**src/logic/trellis_pkg.sv**
```systemverilog
// trellis package for the multi-h trace-back
// sizes, decision and state types, survivor column layout
`default_nettype none

package trellis_pkg;

   // ------------------------------
   // trellis sizes
   // ------------------------------
   localparam int num_states = 64;
   localparam int state_w    = 6;
   localparam int dec_w      = 2;   // decision is the low part of a state
   localparam int phase_w    = 4;   // upper bits of a state
   localparam int tb_depth   = 3;   // history columns walked

   // phase step per decision
   localparam int phase_step_even = 5;
   localparam int phase_step_odd  = 4;

   // ------------------------------
   // types
   // ------------------------------
   typedef logic [dec_w-1:0]   dec_t;
   typedef logic [state_w-1:0] state_t;

   // one survivor decision per state, entry n belongs to state n
   typedef logic [num_states-1:0][dec_w-1:0] survivor_col_t;

   typedef logic [$clog2(tb_depth)-1:0] col_sel_t;

endpackage

`default_nettype wire

```
**src/logic/state_walker.sv**
```systemverilog
// trace-back walker
// follows predecessors through the history and holds the output decision
`timescale 1ns/1ps
`default_nettype none

module state_walker
   import trellis_pkg::*;
(
   input  wire logic          clk,
   input  wire logic          reset,
   input  wire logic          load,
   input  wire logic          step,
   input  wire logic          commit,
   input  wire logic          sym_even,
   input  wire state_t        index,
   input  wire survivor_col_t sel,
   input  wire dec_t          hist_dec,
   output state_t             read_state,
   output dec_t               decision
);

   state_t             cur_state;
   dec_t               cur_dec;
   logic [phase_w-1:0] phase_step;
   logic [phase_w-1:0] phase_delta;
   logic [phase_w-1:0] pred_phase;

   // ------------------------------
   // predecessor
   // ------------------------------
   always_comb begin
      phase_step  = sym_even ? phase_w'(phase_step_even) : phase_w'(phase_step_odd);
      phase_delta = phase_step * phase_w'(cur_dec);   // wraps mod 16
      pred_phase  = cur_state[state_w-1:dec_w] - phase_delta;
   end

   // low bits keep the decision
   assign read_state = {pred_phase, cur_dec};

   // ------------------------------
   // walk registers
   // ------------------------------
   always_ff @(posedge clk) begin
      if (reset) begin
         cur_state <= '0;
         cur_dec   <= '0;
      end else if (load) begin
         cur_state <= index;
         cur_dec   <= sel[index];
      end else if (step) begin
         cur_state <= read_state;
         cur_dec   <= hist_dec;
      end
   end

   // output decision, updated once per finished walk
   always_ff @(posedge clk) begin
      if (reset) begin
         decision <= '0;
      end else if (commit) begin
         decision <= cur_dec;
      end
   end

   // ------------------------------
   // checks
   // ------------------------------
   walk_hold_a: assert property (@(posedge clk) disable iff (reset)
      (!load && !step && !commit) |=> ($stable(cur_state) && $stable(cur_dec)));

endmodule

`default_nettype wire

```
**src/logic/survivor_history.sv**
```systemverilog
// survivor history of the last tb_depth columns
// shifts in the current column on commit, read by state and column
`timescale 1ns/1ps
`default_nettype none

module survivor_history
   import trellis_pkg::*;
(
   input  wire logic          clk,
   input  wire logic          reset,
   input  wire logic          commit,
   input  wire survivor_col_t sel,
   input  wire col_sel_t      col_sel,
   input  wire state_t        read_state,
   output dec_t               hist_dec
);

   // column 0 is the newest
   survivor_col_t [tb_depth-1:0] hist;

   // ------------------------------
   // column shift register
   // ------------------------------
   always_ff @(posedge clk) begin
      if (reset) begin
         hist <= '0;
      end else if (commit) begin
         for (int i = tb_depth - 1; i > 0; i--) begin
            hist[i] <= hist[i-1];
         end
         hist[0] <= sel;
      end
   end

   // ------------------------------
   // read port
   // ------------------------------
   assign hist_dec = hist[col_sel][read_state];   // decision taken into read_state

   // ------------------------------
   // checks
   // ------------------------------
   // history only moves on the commit edge
   hist_hold_a: assert property (@(posedge clk) disable iff (reset)
      !commit |=> $stable(hist));

endmodule

`default_nettype wire

```
**src/logic/traceback_ctrl.sv**
```systemverilog
// trace-back sequencer
// load, one step per history column, then commit
`timescale 1ns/1ps
`default_nettype none

module traceback_ctrl
   import trellis_pkg::*;
(
   input  wire logic     clk,
   input  wire logic     reset,
   input  wire logic     sym_en,
   output logic          load,
   output logic          step,
   output col_sel_t      col_sel,
   output logic          commit
);

   typedef enum logic [1:0] {
      st_idle,
      st_load,
      st_walk,
      st_commit
   } ctrl_state_t;

   ctrl_state_t state;
   ctrl_state_t state_nxt;
   logic [2:0]  step_cnt;
   logic        last_step;

   assign last_step = (step_cnt == 3'(tb_depth - 1));

   // ------------------------------
   // state machine
   // ------------------------------
   always_comb begin
      state_nxt = state;
      case (state)
         st_idle:   state_nxt = st_idle;
         st_load:   state_nxt = st_walk;
         st_walk:   if (last_step) state_nxt = st_commit;
         st_commit: state_nxt = st_idle;
         default:   state_nxt = st_idle;
      endcase
      if (sym_en) begin
         state_nxt = st_load;   // restart, also aborts a running walk
      end
   end

   always_ff @(posedge clk) begin
      if (reset) begin
         state <= st_idle;
      end else begin
         state <= state_nxt;
      end
   end

   // column counter, only runs in walk
   always_ff @(posedge clk) begin
      if (reset) begin
         step_cnt <= '0;
      end else if (state == st_walk) begin
         step_cnt <= step_cnt + 3'd1;
      end else begin
         step_cnt <= '0;
      end
   end

   assign load    = (state == st_load);
   assign step    = (state == st_walk);
   assign commit  = (state == st_commit);
   assign col_sel = step_cnt[1:0];

   // ------------------------------
   // checks
   // ------------------------------
   strobe_excl_a: assert property (@(posedge clk) disable iff (reset)
      $onehot0({load, step, commit}));

   col_range_a: assert property (@(posedge clk) disable iff (reset)
      step |-> (col_sel < tb_depth));

   // no commit without the walk reaching the oldest column
   commit_after_walk_a: assert property (@(posedge clk) disable iff (reset)
      commit |-> $past(step && (col_sel == col_sel_t'(tb_depth - 1))));

endmodule

`default_nettype wire

```
**src/logic/traceback_top.sv**
```systemverilog
// multi-h Viterbi trace-back
// sequencer, survivor history and state walker
`timescale 1ns/1ps
`default_nettype none

module traceback_top
   import trellis_pkg::*;
(
   input  wire logic          clk,
   input  wire logic          reset,
   input  wire logic          sym_en,
   input  wire logic          sym_even,
   input  wire survivor_col_t sel,
   input  wire state_t        index,
   output dec_t               decision
);

   logic     load;
   logic     step;
   logic     commit;
   col_sel_t col_sel;
   state_t   read_state;
   dec_t     hist_dec;

   traceback_ctrl i_traceback_ctrl (
      .clk     (clk),
      .reset   (reset),
      .sym_en  (sym_en),
      .load    (load),
      .step    (step),
      .col_sel (col_sel),
      .commit  (commit)
   );

   survivor_history i_survivor_history (
      .clk        (clk),
      .reset      (reset),
      .commit     (commit),
      .sel        (sel),
      .col_sel    (col_sel),
      .read_state (read_state),
      .hist_dec   (hist_dec)
   );

   state_walker i_state_walker (
      .clk        (clk),
      .reset      (reset),
      .load       (load),
      .step       (step),
      .commit     (commit),
      .sym_even   (sym_even),
      .index      (index),
      .sel        (sel),
      .hist_dec   (hist_dec),
      .read_state (read_state),
      .decision   (decision)
   );

endmodule

`default_nettype wire

```
**config.mk**
```make
export PLATFORM = sky130hd
export DESIGN_NAME = traceback_top
export DESIGN_NICKNAME = d
export VERILOG_FILES = /design/src/logic/trellis_pkg.sv /design/src/logic/state_walker.sv /design/src/logic/survivor_history.sv /design/src/logic/traceback_ctrl.sv /design/src/logic/traceback_top.sv
export SDC_FILE = /design/constraint.sdc
export NUM_CORES = 1
export LEC_CHECK = 0
export ABC_AREA = 1
export BUFFER_PORTS_ARGS = -buffer_cell sky130_fd_sc_hd__buf_2
export CAP_MARGIN = 20
export CELL_PAD_IN_SITES_DETAIL_PLACEMENT = 0
export CELL_PAD_IN_SITES_GLOBAL_PLACEMENT = 1
export CORE_MARGIN = 3
export CORE_UTILIZATION = 25
export DETAILED_ROUTE_END_ITERATION = 8
export PLACE_DENSITY = 0.57
export SYNTH_ARGS = -nofsm -noshare
export SYNTH_HDL_FRONTEND = slang
export SYNTH_SLANG_ARGS = --single-unit
```
**constraint.sdc**
```tcl
create_clock -name clk -period 3.2 [get_ports clk]
set_input_delay 0.32 -clock clk [delete_from_list [all_inputs] [get_ports clk]]
set_output_delay 0.32 -clock clk [all_outputs]
set_load 0.01 [all_outputs]
```
# ---- Word-level counts from Yosys, hierarchy flattened
# Cells that the tools add are included.
dict set report op_classes {
  magnitude_cmp 3
  n_mul 1
  addsub 2
  reduce_logical 5
  n_bitwise 1
  muxes 14
  eq_ne 6
}
# operator count
set ops {}
lappend ops {{$bmux W128 S2} 1}
lappend ops {{$mux W128} 1}
lappend ops {{$bmux W2 S6} 2}
lappend ops {{$lt A6 B7 Y1 const B} 2}
lappend ops {{$mux W6} 2}
lappend ops {{$mux W2} 5}
lappend ops {{$pmux W2 S3} 1}
lappend ops {{$reduce_or A2 Y1} 3}
lappend ops {{$eq A2 B2 Y1 const B} 2}
lappend ops {{$mul A4 B2 Y4} 1}
lappend ops {{$sub A4 B4 Y4} 1}
lappend ops {{$add A3 B1 Y3 const B} 1}
lappend ops {{$eq A3 B2 Y1 const B} 1}
lappend ops {{$lt A2 B3 Y1 const B} 1}
lappend ops {{$ne A3 B3 Y1 const B} 1}
lappend ops {{$eq A2 B1 Y1 const B} 1}
lappend ops {{$logic_not A2 Y1} 1}
lappend ops {{$mux W1} 2}
lappend ops {{$ne A2 B2 Y1 const B} 1}
lappend ops {{$reduce_bool A2 Y1} 1}
lappend ops {{$not A1 Y1} 1}
dict set report totals {
  word_cells 230
  register_bits 399
  out_inout_bits 2
  input_bits 138
}

# ---- Logic depth before layout (Yosys ltp)
# Gate-level depths: netlist of run 1.
dict set report depth {
  word_depth 7
  depth_mapped 20
  mapped_depth_nobuf 17
}

# ---- Hierarchy
# Synthesis of run 1 repeated with hierarchy kept, for this count alone.
dict set report hier_totals {
  hier_cells 2930
  area_unflattened_um2 18924.4
}
# mod area_per_inst_um2 seq_area_each_um2 n_inst cells_per_inst
set by_module_without_submodules {}
lappend by_module_without_submodules {survivor_history 16774.8 7687.4 1 2522}
lappend by_module_without_submodules {state_walker 1854.3 160.2 1 371}
lappend by_module_without_submodules {traceback_ctrl 295.3 100.1 1 37}

# ---- Worst setup path after synthesis of run 1
# No wires, ideal clock.
dict set report synth_timing {
  path_type {reg-to-reg}
  from {reg i_state_walker.cur_dec[0]}
  to {reg i_state_walker.cur_dec[0]}
  path_slack_ps 175
  path_buffers 4
  required_ps 3078
  stages_incl_launch_ff 19
  arrival_ps 2903
  period_less_slack_ps 3025
  setup_time_ps 122
  path_cell_list {dfxtp_1 > buf_4 > clkbuf_1 > nand2_1 > inv_1 > ha_1 > ha_1 > nor2_1 > fa_1 > buf_2 > inv_1 > clkbuf_1 > nand3_1 > nand3_1 > nand3_1 > nand3_1 > a21oi_1 > nand2_1 > a21oi_2}
}
dict set report synth_via {
  elab_chain_len 6
}
# item line_no
set synth_rtl {}
lappend synth_rtl {{start: declaration} state_walker.sv:23} ;# dec_t cur_dec;
lappend synth_rtl {{start signal: assignment} state_walker.sv:49} ;# cur_dec <= sel[index];
lappend synth_rtl {{start signal: assignment} state_walker.sv:52} ;# cur_dec <= hist_dec;
lappend synth_rtl {{$mul A4 B2 Y4} state_walker.sv:33} ;# phase_delta = phase_step * phase_w'(cur_dec);
lappend synth_rtl {{$sub A4 B4 Y4} state_walker.sv:34} ;# pred_phase = cur_state[state_w-1:dec_w] - phase_delta;
lappend synth_rtl {{$bmux W2 S6 *} survivor_history.sv:38} ;# assign hist_dec = hist[col_sel][read_state];
lappend synth_rtl {{$mux W2 (implied by the code) *} survivor_history.sv:38}
lappend synth_rtl {{$mux W2 *} state_walker.sv:50} ;# end else if (step) begin
lappend synth_rtl {{$mux W2 *} state_walker.sv:47} ;# end else if (load) begin
# Mark *: on every way between the ends. The rest lies on a longest branch, timed or not. The select of a mux whose other input is x is not followed.
# A chain may end at the register's enable or synchronous reset.

# ---- Worst setup path in the final report of run 1
dict set report layout_timing {
  from {reg i_state_walker.cur_dec[0]}
  to {reg i_state_walker.cur_dec[1]}
}
# Same word-level chain as after synthesis.

==> flow_summary_export.csv, run 1 <==
group,metric,value,unit
yosys,yosysTopAreaCell,"dfxtp_1",
yosys,yosysUniqueCellTypes,25,
sta,tightest_slew,1.53,ns
yosys,ys_seq_area_share,42.9,%
yosys,ys_ff_latch,397,
critical_path,critical-path-slowest-cell,"fa_1",
yosys,synth_most_common_cell,"nor2_1",
sta,slew_headroom,-1.92,%
clock_network,cts_root_buf,"clkbuf_16",
critical_path,end_kind,"register",
yosys,synth_edf_count,0,
drt,vias,18700,
pwr,power_density,595,nW/µm²
run_status,outcome,"complete, but fails checks",
critical_path,path_class,"reg -> reg",
placed_design,dp_slack,0.433,ns
pwr,combPwrFrac,18.5,%
sta,rsz0062_at_grt,"no",
pwr,leakage,9.25,nW
cells_and_area,antenna_cells,0,
run,drv_cap,0,
critical_path,cp.required,3.71,ns
cells_and_area,final_nets,2935,
clock_network,cts_buffers,48,
floorplanning,die_w,278,µm
sta,setup_tns,0,ns
pwr,total_power,0.0132,W
sta,hold_violations,0,
clock_network,clkLatencyLatePin,0.59,ns
floorplanning,io-pin-count,140,
global_route,overflow,0,
clock_network,ctsResizeCount,0,
critical_path,slowest_delay,0.43,ns
sta,fin_ws,0.474,ns
global_route,grt_pass1_vias,18200,
cells_and_area,syn_to_final_growth,19.7,%
drt,drt-initial-drc-count,1478,
yosys,synth-main-ff-cell,"dfxtp_1",
pwr,internal_power,0.00925,W
pwr,seqPwrFrac,39.0,%
critical_path,cpMostUsedCell,"nand3_1",
placed_design,gp_congestion,0.807,
global_route,grtUsageTotal,17.9,%
yosys,syn_nets,2871,
floorplanning,num_rows,99,
yosys,yosys_warnings,0,
clock_network,cts_tree,"yes",
yosys,async_flop_share,0,%
drt,drc,0,
drt,routed_wl,70.7,mm
sta,fin_skew,0.0180,ns
yosys,netlist_instances,2721,
placed_design,port_buffers,139,
drt,drtAntennaViolNets,0,
yosys,avgSynthCellArea,6.81,µm²
critical_path,cp-start-kind,"register",
yosys,synthTopCellsByCount,"577 x nor2_1, 488 x o21ai_0, 397 x dfxtp_1",
floorplanning,die_height,278,µm
hold_path,hold_path.class,"in -> reg",
global_route,grt_antenna_before_repair,3,
clock_network,cts.path.max_buffers,3,
sta,post-route-period-util,85.2,%
drt,vias_per_cell,4.95,
clock_network,clock_sinks,397,
floorplanning,core-area,73200,µm²
cells_and_area,drive_gt1_share,9.71,%
yosys,synth_area_leaders,"dfxtp_1 43%, o21ai_0 13%, nor2_1 12%, nand3_1 9.1%, nand2_1 6.4%",
pwr,pwr-share-clk,42.4,%
critical_path,cp_data_arrival_time,3.24,ns
clock_network,cts_max_level,2,
yosys,synth_area,18500,µm²
critical_path,crit_chain,"nand2_1 > inv_1 > ha_1 > inv_1 > ha_1 > nor2_1 > fa_1 > xor2_1 > buf_4 > nand3_1 > nand3_1 > nand3_1 > a21oi_1 > nand2_1 > a21oi_2",
placed_design,detailedPlacementHpwl,44.9,mm
global_route,grt_max_degree,297,
floorplanning,die_area,77400,µm²
pwr,switching_share,29.9,%
floorplanning,initial_core_util,25.3,%
yosys,synth_top_cell_area_share,42.9,%
critical_path,crit_fanout,4,
critical_path,crit_buf_inv,3,
run_status,violations,"max-slew violations",
sta,setup_viol,0,
sta,finalMaxSlewViolations,97,
drt,firstDrtPassIters,5,
sta,min_period,2.73,ns
drt,wire_per_inst,18.7,µm
critical_path,crit_family,"adder cells",
pwr,switchingPower,0.00395,W
sta,max_freq,0.367,GHz
global_route,grt_pass1_wl,109,mm
pwr,vdd_drop_max,0.354,mV
clock_network,path_clk_slew,0.06,ns
stage by stage:
| step | instance area (µm²) | cells | hold WS, ns | utilization, % |
|---|---|---|---|---|
| 2_1_floorplan | 18500 | 2721 | 0.389 | - |
| 3_3_place_gp | 20000 | 3632 | 0.464 | 27.3 |
| 3_5_place_dp | 20000 | 3632 | 0.468 | 27.3 |
| 4_1_cts | 22200 | 3782 | 0.000213 | 30.3 |
| 5_1_grt | 22200 | 3782 | 0.0365 | 30.3 |
| 6_report | 22200 | 3782 | 0.0458 | 30.3 |
cells in the final DEF (no fill, tap or decap), types with 3 or more instances in the layout:
master and count:
buf_4 31, o21ai_0 488, o22ai_1 3, dfxtp_1 394, clkbuf_1 14, clkinv_2 7
bufinv_16 3, clkbuf_16 49, inv_6 3, clkbuf_8 13, dlygate4sd3_1 62, a21oi_1 179
ha_1 10, o211ai_1 36, inv_2 3, nand3_1 336, buf_12 15, nand2_1 317
buf_2 139, o221ai_1 26, nor2_1 577, inv_1 97
kinds of logic after synthesis:
| family | share of synthesized area, % |
|---|---|
| and+or+nand+nor | 27.3 |
| AOI/OAI and AO/OA | 21.1 |
| DFF | 42.9 |
| buffers and inverters | 7.73 |
| adders and majority gates | 0.851 |
| xor gates and xnor gates | 0.189 |
sequential cells by signal (all words and copies together) (netlist names):
register	count
i_survivor_history.hist	384
i_state_walker.cur_state	4
i_traceback_ctrl.step_cnt	3
i_state_walker.cur_dec	2
i_state_walker.decision	2
i_traceback_ctrl.state	2
tightest hold or removal path: stages:
cell	delay [ns]
buf_2	0.09
o21ai_0	0.07
a21oi_1	0.10
per-layer routing:
layer,up-vias,track usage (%),wire (µm)
li1,9227,-,-
met3,93,2.26,3290
met2,456,29.0,32200
met4,0,5.54,1990
met1,8934,24.7,33300
met5,-,0,0
final timing paths:
| check | start | slack [ns] | depth (start not counted) | end |
|---|---|---|---|---|
| worst max-delay path | i_state_walker.cur_dec[0] | 0.47 | 15 | i_state_walker.cur_dec[1] |
| worst min-delay path | sel[43] | 0.05 | 3 | i_survivor_history.hist[43] |
| worst max register to register | i_state_walker.cur_dec[0] | 0.47 | 15 | i_state_walker.cur_dec[1] |
| worst min register to register | i_survivor_history.hist[79] | 0.48 | 2 | i_survivor_history.hist[207] |
cell type report:
cell class | count | area (µm²)
clock buffers | 76 | 1460
inverters | 104 | 409
repair buffers | 247 | 1850
clock inverters | 12 | 146
flip-flops and latches | 397 | 7960
well taps | 959 | 1200
fillers | 7951 | 51000
multi-input cells | 1987 | 9160
power groups by stage:
stage	Combinational, W	Clock (W)	Sequential, W
floorplan	0.00148	0	0.00524
global placement	0.00238	0	0.00526
detailed placement	0.00239	0	0.00526
CTS	0.00247	0.00577	0.00516
global route	0.00270	0.00595	0.00517
finish	0.00245	0.00560	0.00516
timing repair:
item                                    in CTS  in global routing
endpoints found under the setup margin       0                  0
endpoints found under the hold margin       62                  0
hold buffers                                62                  0
buffers inserted                             0                  0
Note: power is estimated with default switching activity, not from simulation.
==> run 2: changes to the inputs <==
--- a/config.mk
+++ b/config.mk
@@ -5,15 +5,16 @@
 export SDC_FILE = /design/constraint.sdc
 export NUM_CORES = 1
 export LEC_CHECK = 0
-export ABC_AREA = 1
+export ABC_AREA = 0
 export BUFFER_PORTS_ARGS = -buffer_cell sky130_fd_sc_hd__buf_2
 export CAP_MARGIN = 20
 export CELL_PAD_IN_SITES_DETAIL_PLACEMENT = 0
 export CELL_PAD_IN_SITES_GLOBAL_PLACEMENT = 1
 export CORE_MARGIN = 3
 export CORE_UTILIZATION = 25
+export CTS_BUF_LIST = sky130_fd_sc_hd__clkbuf_16
 export DETAILED_ROUTE_END_ITERATION = 8
-export PLACE_DENSITY = 0.57
+export PLACE_DENSITY = 0.53
 export SYNTH_ARGS = -nofsm -noshare
 export SYNTH_HDL_FRONTEND = slang
 export SYNTH_SLANG_ARGS = --single-unit
==> flow_summary_export.csv, run 2 <==
group,metric,value,unit
cells_and_area,top_regs,"i_survivor_history.hist x384, i_state_walker.cur_state x4, i_traceback_ctrl.step_cnt x3",
sta,tightest_slew,0.615,ns
cells_and_area,fin_cells,2904,
drt,drt-initial-drc-count,898,
drt,routed_wl,55.6,mm
yosys,synthTopCellsByCount,"463 x mux2i_1, 411 x nor2_1, 397 x dfxtp_1",
cells_and_area,largest_reg_flops,384,
sta,max_freq,0.337,GHz
critical_path,end_kind,"register",
global_route,grt_max_degree,123,
yosys,yosys_warnings,0,
run_status,outcome,"completed",
drt,drtAntennaViolNets,0,
critical_path,critical-path-slowest-cell,"a2111oi_0",
yosys,synth-main-ff-cell,"dfxtp_1",
placed_design,placed_cells,2705,
clock_network,cts_max_level,2,
cells_and_area,syn_to_final_growth,25.0,%
clock_network,cts_root_buf,"clkbuf_16",
yosys,synth_area_leaders,"dfxtp_1 43%, mux2i_1 25%, mux4_2 13%, nor2_1 8.4%, a221oi_1 1.6%",
cells_and_area,fillers,7396,
clock_network,cts_buffers,47,
sta,rsz0062_at_grt,"no",
floorplanning,die_area,76800,µm²
clock_network,clock_sinks,397,
critical_path,path_class,"reg -> reg",
cells_and_area,final_nets,2070,
yosys,syn_nets,1852,
yosys,synth_area,18400,µm²
floorplanning,num_rows,98,
yosys,netlist_instances,1702,
yosys,ys_ff_latch,397,
drt,drc,0,
yosys,ys_seq_area_share,43.3,%
global_route,grt_antenna_before_repair,0,
sta,setup_tns,0,ns
sta,setup_viol,0,
cells_and_area,drive_gt1_share,18.8,%
critical_path,crit_fanout,16,
yosys,synth_top_cell_area_share,43.3,%
critical_path,cp.required,3.66,ns
sta,fin_ws,0.231,ns
cells_and_area,most-common-layout-cells,"463 x mux2i_1, 410 x nor2_1, 394 x dfxtp_1, 138 x buf_2, 116 x dlygate4sd3_1",
placed_design,dp_slack,0.158,ns
global_route,grtUsageTotal,14.3,%
critical_path,cp-start-kind,"register",
cells_and_area,regMostFlops,"i_survivor_history.hist",
drt,firstDrtPassIters,5,
clock_network,clkLatencyLatePin,0.58,ns
global_route,overflow,0,
pwr,leakage,7.74,nW
clock_network,cts_setup_buffers,0,
cells_and_area,final_common_cell,"mux2i_1",
sta,finalMaxSlewViolations,0,
clock_network,path_clk_slew,0.06,ns
critical_path,slowest_delay,0.49,ns
drt,vias_per_cell,4.64,
clock_network,cts_tree,"yes",
cells_and_area,final_area,23000,µm²
critical_path,crit_buf_inv,2,
sta,hold_violations,0,
yosys,yosysUniqueCellTypes,50,
yosys,synth_edf_count,0,
floorplanning,die_w,277,µm
sta,slew_headroom,59.0,%
placed_design,dpl_cell_area,20400,µm²
placed_design,gp_congestion,0.794,
yosys,synth_most_common_cell,"mux2i_1",
floorplanning,io-pin-count,140,
sta,min_period,2.97,ns
global_route,grt_pass1_vias,13800,
floorplanning,die_height,277,µm
critical_path,cp_data_arrival_time,3.43,ns
hold_path,hold_path.class,"in -> reg",
sta,fin_skew,0.0163,ns
clock_network,cts.path.max_buffers,3,
floorplanning,initial_core_util,25.5,%
critical_path,crit_chain,"and2_4 > ha_4 > inv_2 > ha_4 > xor2_4 > buf_4 > a221oi_1 > o21ai_0 > a2111oi_0 > a41o_1 > o41ai_1 > a221oi_1",
critical_path,crit_family,"compound AO/OA/AOI/OAI gates",
run,drv_cap,0,
placed_design,port_buffers,139,
floorplanning,core-area,72100,µm²
pwr,power_density,520,nW/µm²
yosys,avgSynthCellArea,10.8,µm²
global_route,grt_pass1_wl,86.0,mm
yosys,yosysTopAreaCell,"dfxtp_1",
drt,vias,13500,
sta,post-route-period-util,92.8,%
sta,holdWs,0.0223,ns
pwr,vdd_drop_max,0.361,mV
yosys,async_flop_share,0,%
placed_design,detailedPlacementHpwl,39.4,mm
drt,wire_per_inst,19.2,µm
## run 2: cell count changes after synthesis, moves of 40 or more
cell,before,now
mux2i_1,0,463
clkbuf_1,141,67
nand3_1,336,7
o21ai_0,488,23
nand2_1,317,23
nor2_1,577,411
mux4_2,0,102
inv_1,98,14
a21oi_1,179,7
buf_2,59,19
## run 2: final timing paths
| path | startpoint | to | slack (ns) | cells after the start |
|---|---|---|---|---|
| worst max-delay path | i_state_walker.cur_dec[0] | i_state_walker.cur_dec[1] | 0.23 | 12 |
| worst min-delay path | sel[91] | i_survivor_history.hist[91] | 0.02 | 3 |
| worst max register to register | i_state_walker.cur_dec[0] | i_state_walker.cur_dec[1] | 0.23 | 12 |
| worst min register to register | i_traceback_ctrl.step_cnt[0] | i_traceback_ctrl.step_cnt[0] | 0.48 | 1 |
## run 2: worst reg2reg max path: stages (launching register included)
cell,delay [ns]
dfxtp_4,0.37
and2_4,0.15
ha_4,0.26
inv_2,0.04
ha_4,0.24
xor2_4,0.17
buf_4,0.22
a221oi_1,0.29
o21ai_0,0.13
a2111oi_0,0.49
a41o_1,0.15
o41ai_1,0.08
a221oi_1,0.28
## run 2: stage by stage
| step | total power, W | util (%) |
|---|---|---|
| 2_1_floorplan | 0.00628 | - |
| 3_5_place_dp | 0.00692 | 28.3 |
| 6_report | 0.0119 | 31.9 |
| 4_1_cts | 0.0122 | 31.9 |
| 3_3_place_gp | 0.00691 | 28.3 |
| 5_1_grt | 0.0125 | 31.9 |
## run 2: logic make-up (layout without fill, tap and decap cells)
family,Yosys count,after routing,share of synthesized area (%)
and+or+nand+nor,461,461,9.77
buffers and inverters,150,401,3.47
other,0,1,0
adders and majority gates,12,12,0.858
DFF,397,397,43.3
AOI/OAI and AO/OA,109,109,4.43
muxes,567,567,37.9
xor gates and xnor gates,6,6,0.361
## run 2: area by class of cell
cell class | count | area [µm²] | share of cell area [%]
clock inverter | 34 | 234 | 1.02
antenna | 1 | 2.50 | 0.0109
sequential | 397 | 7960 | 34.6
tap | 950 | 1190 | 5.17
clock buffer | 48 | 1200 | 5.23
timing repair buffer | 305 | 2450 | 10.7
inverter | 14 | 52.6 | 0.229
multi-input combinational | 1155 | 9880 | 43.0
## run 2: timing repair
| action | in CTS | in global routing |
|---|---|---|
| gates resized for setup | 0 | 0 |
| hold buffers | 116 | 0 |
| hold endpoints to repair | 116 | 0 |
## run 2: layer usage
layer	part of all wire, %	up-vias	global-route usage [%]
met3	3.7	69	2.39
met4	2.1	0	3.74
li1	-	6547	-
met2	49	221	24.7
met5	0	-	0
met1	45	6630	18.5
## run 2: power by group
part / total [W] / switching, W / internal (W) / leakage (nW)
logic: 0.00187 / 0.00103 / 0.000838 / 3.77
registers: 0.00504 / 0.0000572 / 0.00498 / 3.20
clock network: 0.00504 / 0.00210 / 0.00294 / 0.765
==> run 3: changes to the inputs <==
--- a/config.mk
+++ b/config.mk
@@ -6,15 +6,15 @@
 export NUM_CORES = 1
 export LEC_CHECK = 0
 export ABC_AREA = 0
-export BUFFER_PORTS_ARGS = -buffer_cell sky130_fd_sc_hd__buf_2
 export CAP_MARGIN = 20
 export CELL_PAD_IN_SITES_DETAIL_PLACEMENT = 0
 export CELL_PAD_IN_SITES_GLOBAL_PLACEMENT = 1
 export CORE_MARGIN = 3
-export CORE_UTILIZATION = 25
+export CORE_UTILIZATION = 46
 export CTS_BUF_LIST = sky130_fd_sc_hd__clkbuf_16
 export DETAILED_ROUTE_END_ITERATION = 8
-export PLACE_DENSITY = 0.53
+export DONT_BUFFER_PORTS = 1
+export PLACE_DENSITY = 0.8
 export SYNTH_ARGS = -nofsm -noshare
 export SYNTH_HDL_FRONTEND = slang
 export SYNTH_SLANG_ARGS = --single-unit
==> constraint.sdc (replaced) <==
create_clock -name clk -period 2.7 [get_ports clk]
set_input_delay 0.27 -clock clk [delete_from_list [all_inputs] [get_ports clk]]
set_output_delay 0.27 -clock clk [all_outputs]
set_load 0.01 [all_outputs]
==> flow_summary_export.csv, run 3 (same netlist as run 2, synthesis figures left out) <==
group,metric,value,unit
global_route,grt_max_degree,310,
pwr,pwr-share-clk,39.4,%
run,drv_cap,0,
critical_path,cpMostUsedCell,"ha_4",
critical_path,cp-start-kind,"register",
sta,holdWs,0.141,ns
critical_path,cp.required,3.16,ns
cells_and_area,syn_to_final_growth,31.6,%
cells_and_area,antenna_cells,0,
drt,vias_per_cell,5.51,
cells_and_area,regMostFlops,"i_survivor_history.hist",
pwr,leakage,9.02,nW
drt,routed_wl,52.0,mm
pwr,combPwrFrac,16.3,%
critical_path,cp_data_arrival_time,3.32,ns
sta,fin_skew,0.0220,ns
sta,tightest_slew,1.13,ns
critical_path,crit_family,"adder cells",
critical_path,path_class,"reg -> reg",
global_route,overflow,0,
sta,rsz0062_at_grt,"yes",
pwr,power_density,556,nW/µm²
critical_path,end_kind,"register",
run_status,violations,"negative setup slack",
global_route,grt_pass1_wl,81.5,mm
drt,drtAntennaViolNets,0,
sta,hold_violations,0,
cells_and_area,final_area,24200,µm²
clock_network,path_clk_slew,0.06,ns
clock_network,cts_max_level,2,
floorplanning,die_height,206,µm
global_route,grt_antenna_before_repair,1,
clock_network,clkLatencyLatePin,0.56,ns
hold_path,hold_path.class,"in -> reg",
cells_and_area,top_regs,"i_survivor_history.hist x384, i_state_walker.cur_state x4, i_traceback_ctrl.step_cnt x3",
sta,fin_ws,-0.166,ns
critical_path,crit_buf_inv,2,
global_route,grt_pass1_vias,14600,
cells_and_area,fin_cells,2580,
floorplanning,die_w,206,µm
sta,slew_headroom,24.8,%
sta,finalMaxSlewViolations,0,
cells_and_area,final_nets,2182,
drt,drt-initial-drc-count,983,
floorplanning,io-pin-count,140,
clock_network,cts_root_buf,"clkbuf_16",
drt,firstDrtPassIters,5,
clock_network,clock_sinks,397,
clock_network,cts_tree,"yes",
sta,setup_viol,2,
critical_path,slowest_delay,0.37,ns
sta,max_freq,0.349,GHz
pwr,switching_share,26.3,%
sta,min_period,2.87,ns
critical_path,crit_fanout,5,
cells_and_area,drive_gt1_share,12.1,%
cells_and_area,largest_reg_flops,384,
run_status,outcome,"complete, but fails checks",
clock_network,cts.path.max_buffers,3,
critical_path,critical-path-slowest-cell,"fa_2",
placed_design,gp_congestion,0.832,
cells_and_area,final_util,62.0,%
cells_and_area,most-common-layout-cells,"463 x mux2i_1, 409 x nor2_1, 394 x dfxtp_1, 360 x dlygate4sd3_1, 102 x mux4_2",
drt,drc,0,
placed_design,placed_cells,2141,
global_route,grtUsageTotal,24.5,%
pwr,vdd_drop_max,0.507,mV
placed_design,detailedPlacementHpwl,31.3,mm
pwr,seqPwrFrac,44.3,%
floorplanning,core-area,39000,µm²
critical_path,crit_chain,"and2_4 > ha_4 > inv_2 > ha_4 > nor2_2 > fa_2 > buf_6 > xnor2_4 > mux4_2 > mux2_4 > a22oi_2 > o21ai_1 > o221a_1",
drt,vias,14200,
placed_design,port_buffers,0,
cells_and_area,final_common_cell,"mux2i_1",
clock_network,cts_buffers,42,
pwr,switchingPower,0.00353,W
placed_design,dpl_cell_area,19200,µm²
floorplanning,die_area,42400,µm²
pwr,internal_power,0.00990,W
sta,post-route-period-util,106,%
floorplanning,initial_core_util,47.1,%
floorplanning,num_rows,72,
drt,wire_per_inst,20.2,µm
-- run 3: changes by cell type in the layout (fill, tap and decap cells not counted), moves of 3 or more --
cell           before  now
a221oi_1           33   28
a221oi_2            0    5
buf_12             17   13
buf_2             138    0
buf_4              33   42
buf_6               0    3
clkbuf_16          48   43
clkinv_1            6    9
dlygate4sd3_1     116  360
inv_1              30   22
-- run 3: power by group through the flow --
stage | registers (W) | logic, W | clock network [W]
3_3_place_gp | 0.00608 | 0.00192 | 0
2_1_floorplan | 0.00606 | 0.00141 | 0
3_5_place_dp | 0.00608 | 0.00195 | 0
6_report | 0.00595 | 0.00219 | 0.00529
4_1_cts | 0.00595 | 0.00212 | 0.00538
5_1_grt | 0.00596 | 0.00234 | 0.00564
-- run 3: per-layer routing --
layer	vias to the layer above	share of wire (%)	track usage, %
met5	-	0.025	0
met1	6993	42	31.4
li1	6772	-	-
met2	359	49	41.3
met4	2	3.1	7.52
met3	96	6.1	5.76
-- run 3: area by class of cell --
| class | instances | area [µm²] |
|---|---|---|
| Timing Repair Buffer | 422 | 4310 |
| Tap cell | 518 | 648 |
| Sequential cell | 397 | 7960 |
| Multi-Input combinational cell | 1155 | 9980 |
| Clock buffer | 42 | 1050 |
| Clock inverter | 32 | 184 |
| Fill cell | 3066 | 14800 |
| Inverter | 14 | 52.6 |
-- run 3: final timing paths --
kind                                                    from                            to  slack, ns  cells past startpoint
worst max-delay path               i_state_walker.cur_dec[0]     i_state_walker.cur_dec[0]      -0.17                     13
worst max register to register     i_state_walker.cur_dec[0]     i_state_walker.cur_dec[0]      -0.17                     13
worst min-delay path                                index[4]     i_state_walker.cur_dec[0]       0.14                      3
worst min register to register  i_survivor_history.hist[381]  i_survivor_history.hist[381]       0.49                      2
-- run 3: worst min-delay path, stage by stage --
cell	delay, ns
nor4bb_1	0.12
o21ai_1	0.11
o221a_1	0.17
-- run 3: metrics by stage --
stage | total power [W] | TNS [ns] | worst slack, ns
detailed placement | 0.00804 | -0.176 | -0.104
finish | 0.0134 | -0.322 | -0.166
global route | 0.0139 | -0.691 | -0.342
CTS | 0.0135 | -0.166 | -0.0935
global placement | 0.00800 | -0.0543 | -0.0487
floorplan | 0.00747 | -1.04 | -0.519
-- run 3: timing repair --
| action | CTS | global route |
|---|---|---|
| resized for setup | 5 | 16 |
| pin swaps | 2 | 6 |
| setup endpoints to repair | 2 | 5 |
| endpoints found under the hold margin | 397 | 0 |
| hold buffers | 362 | 0 |
| buffers inserted | 1 | 1 |
| cloned | 0 | 1 |
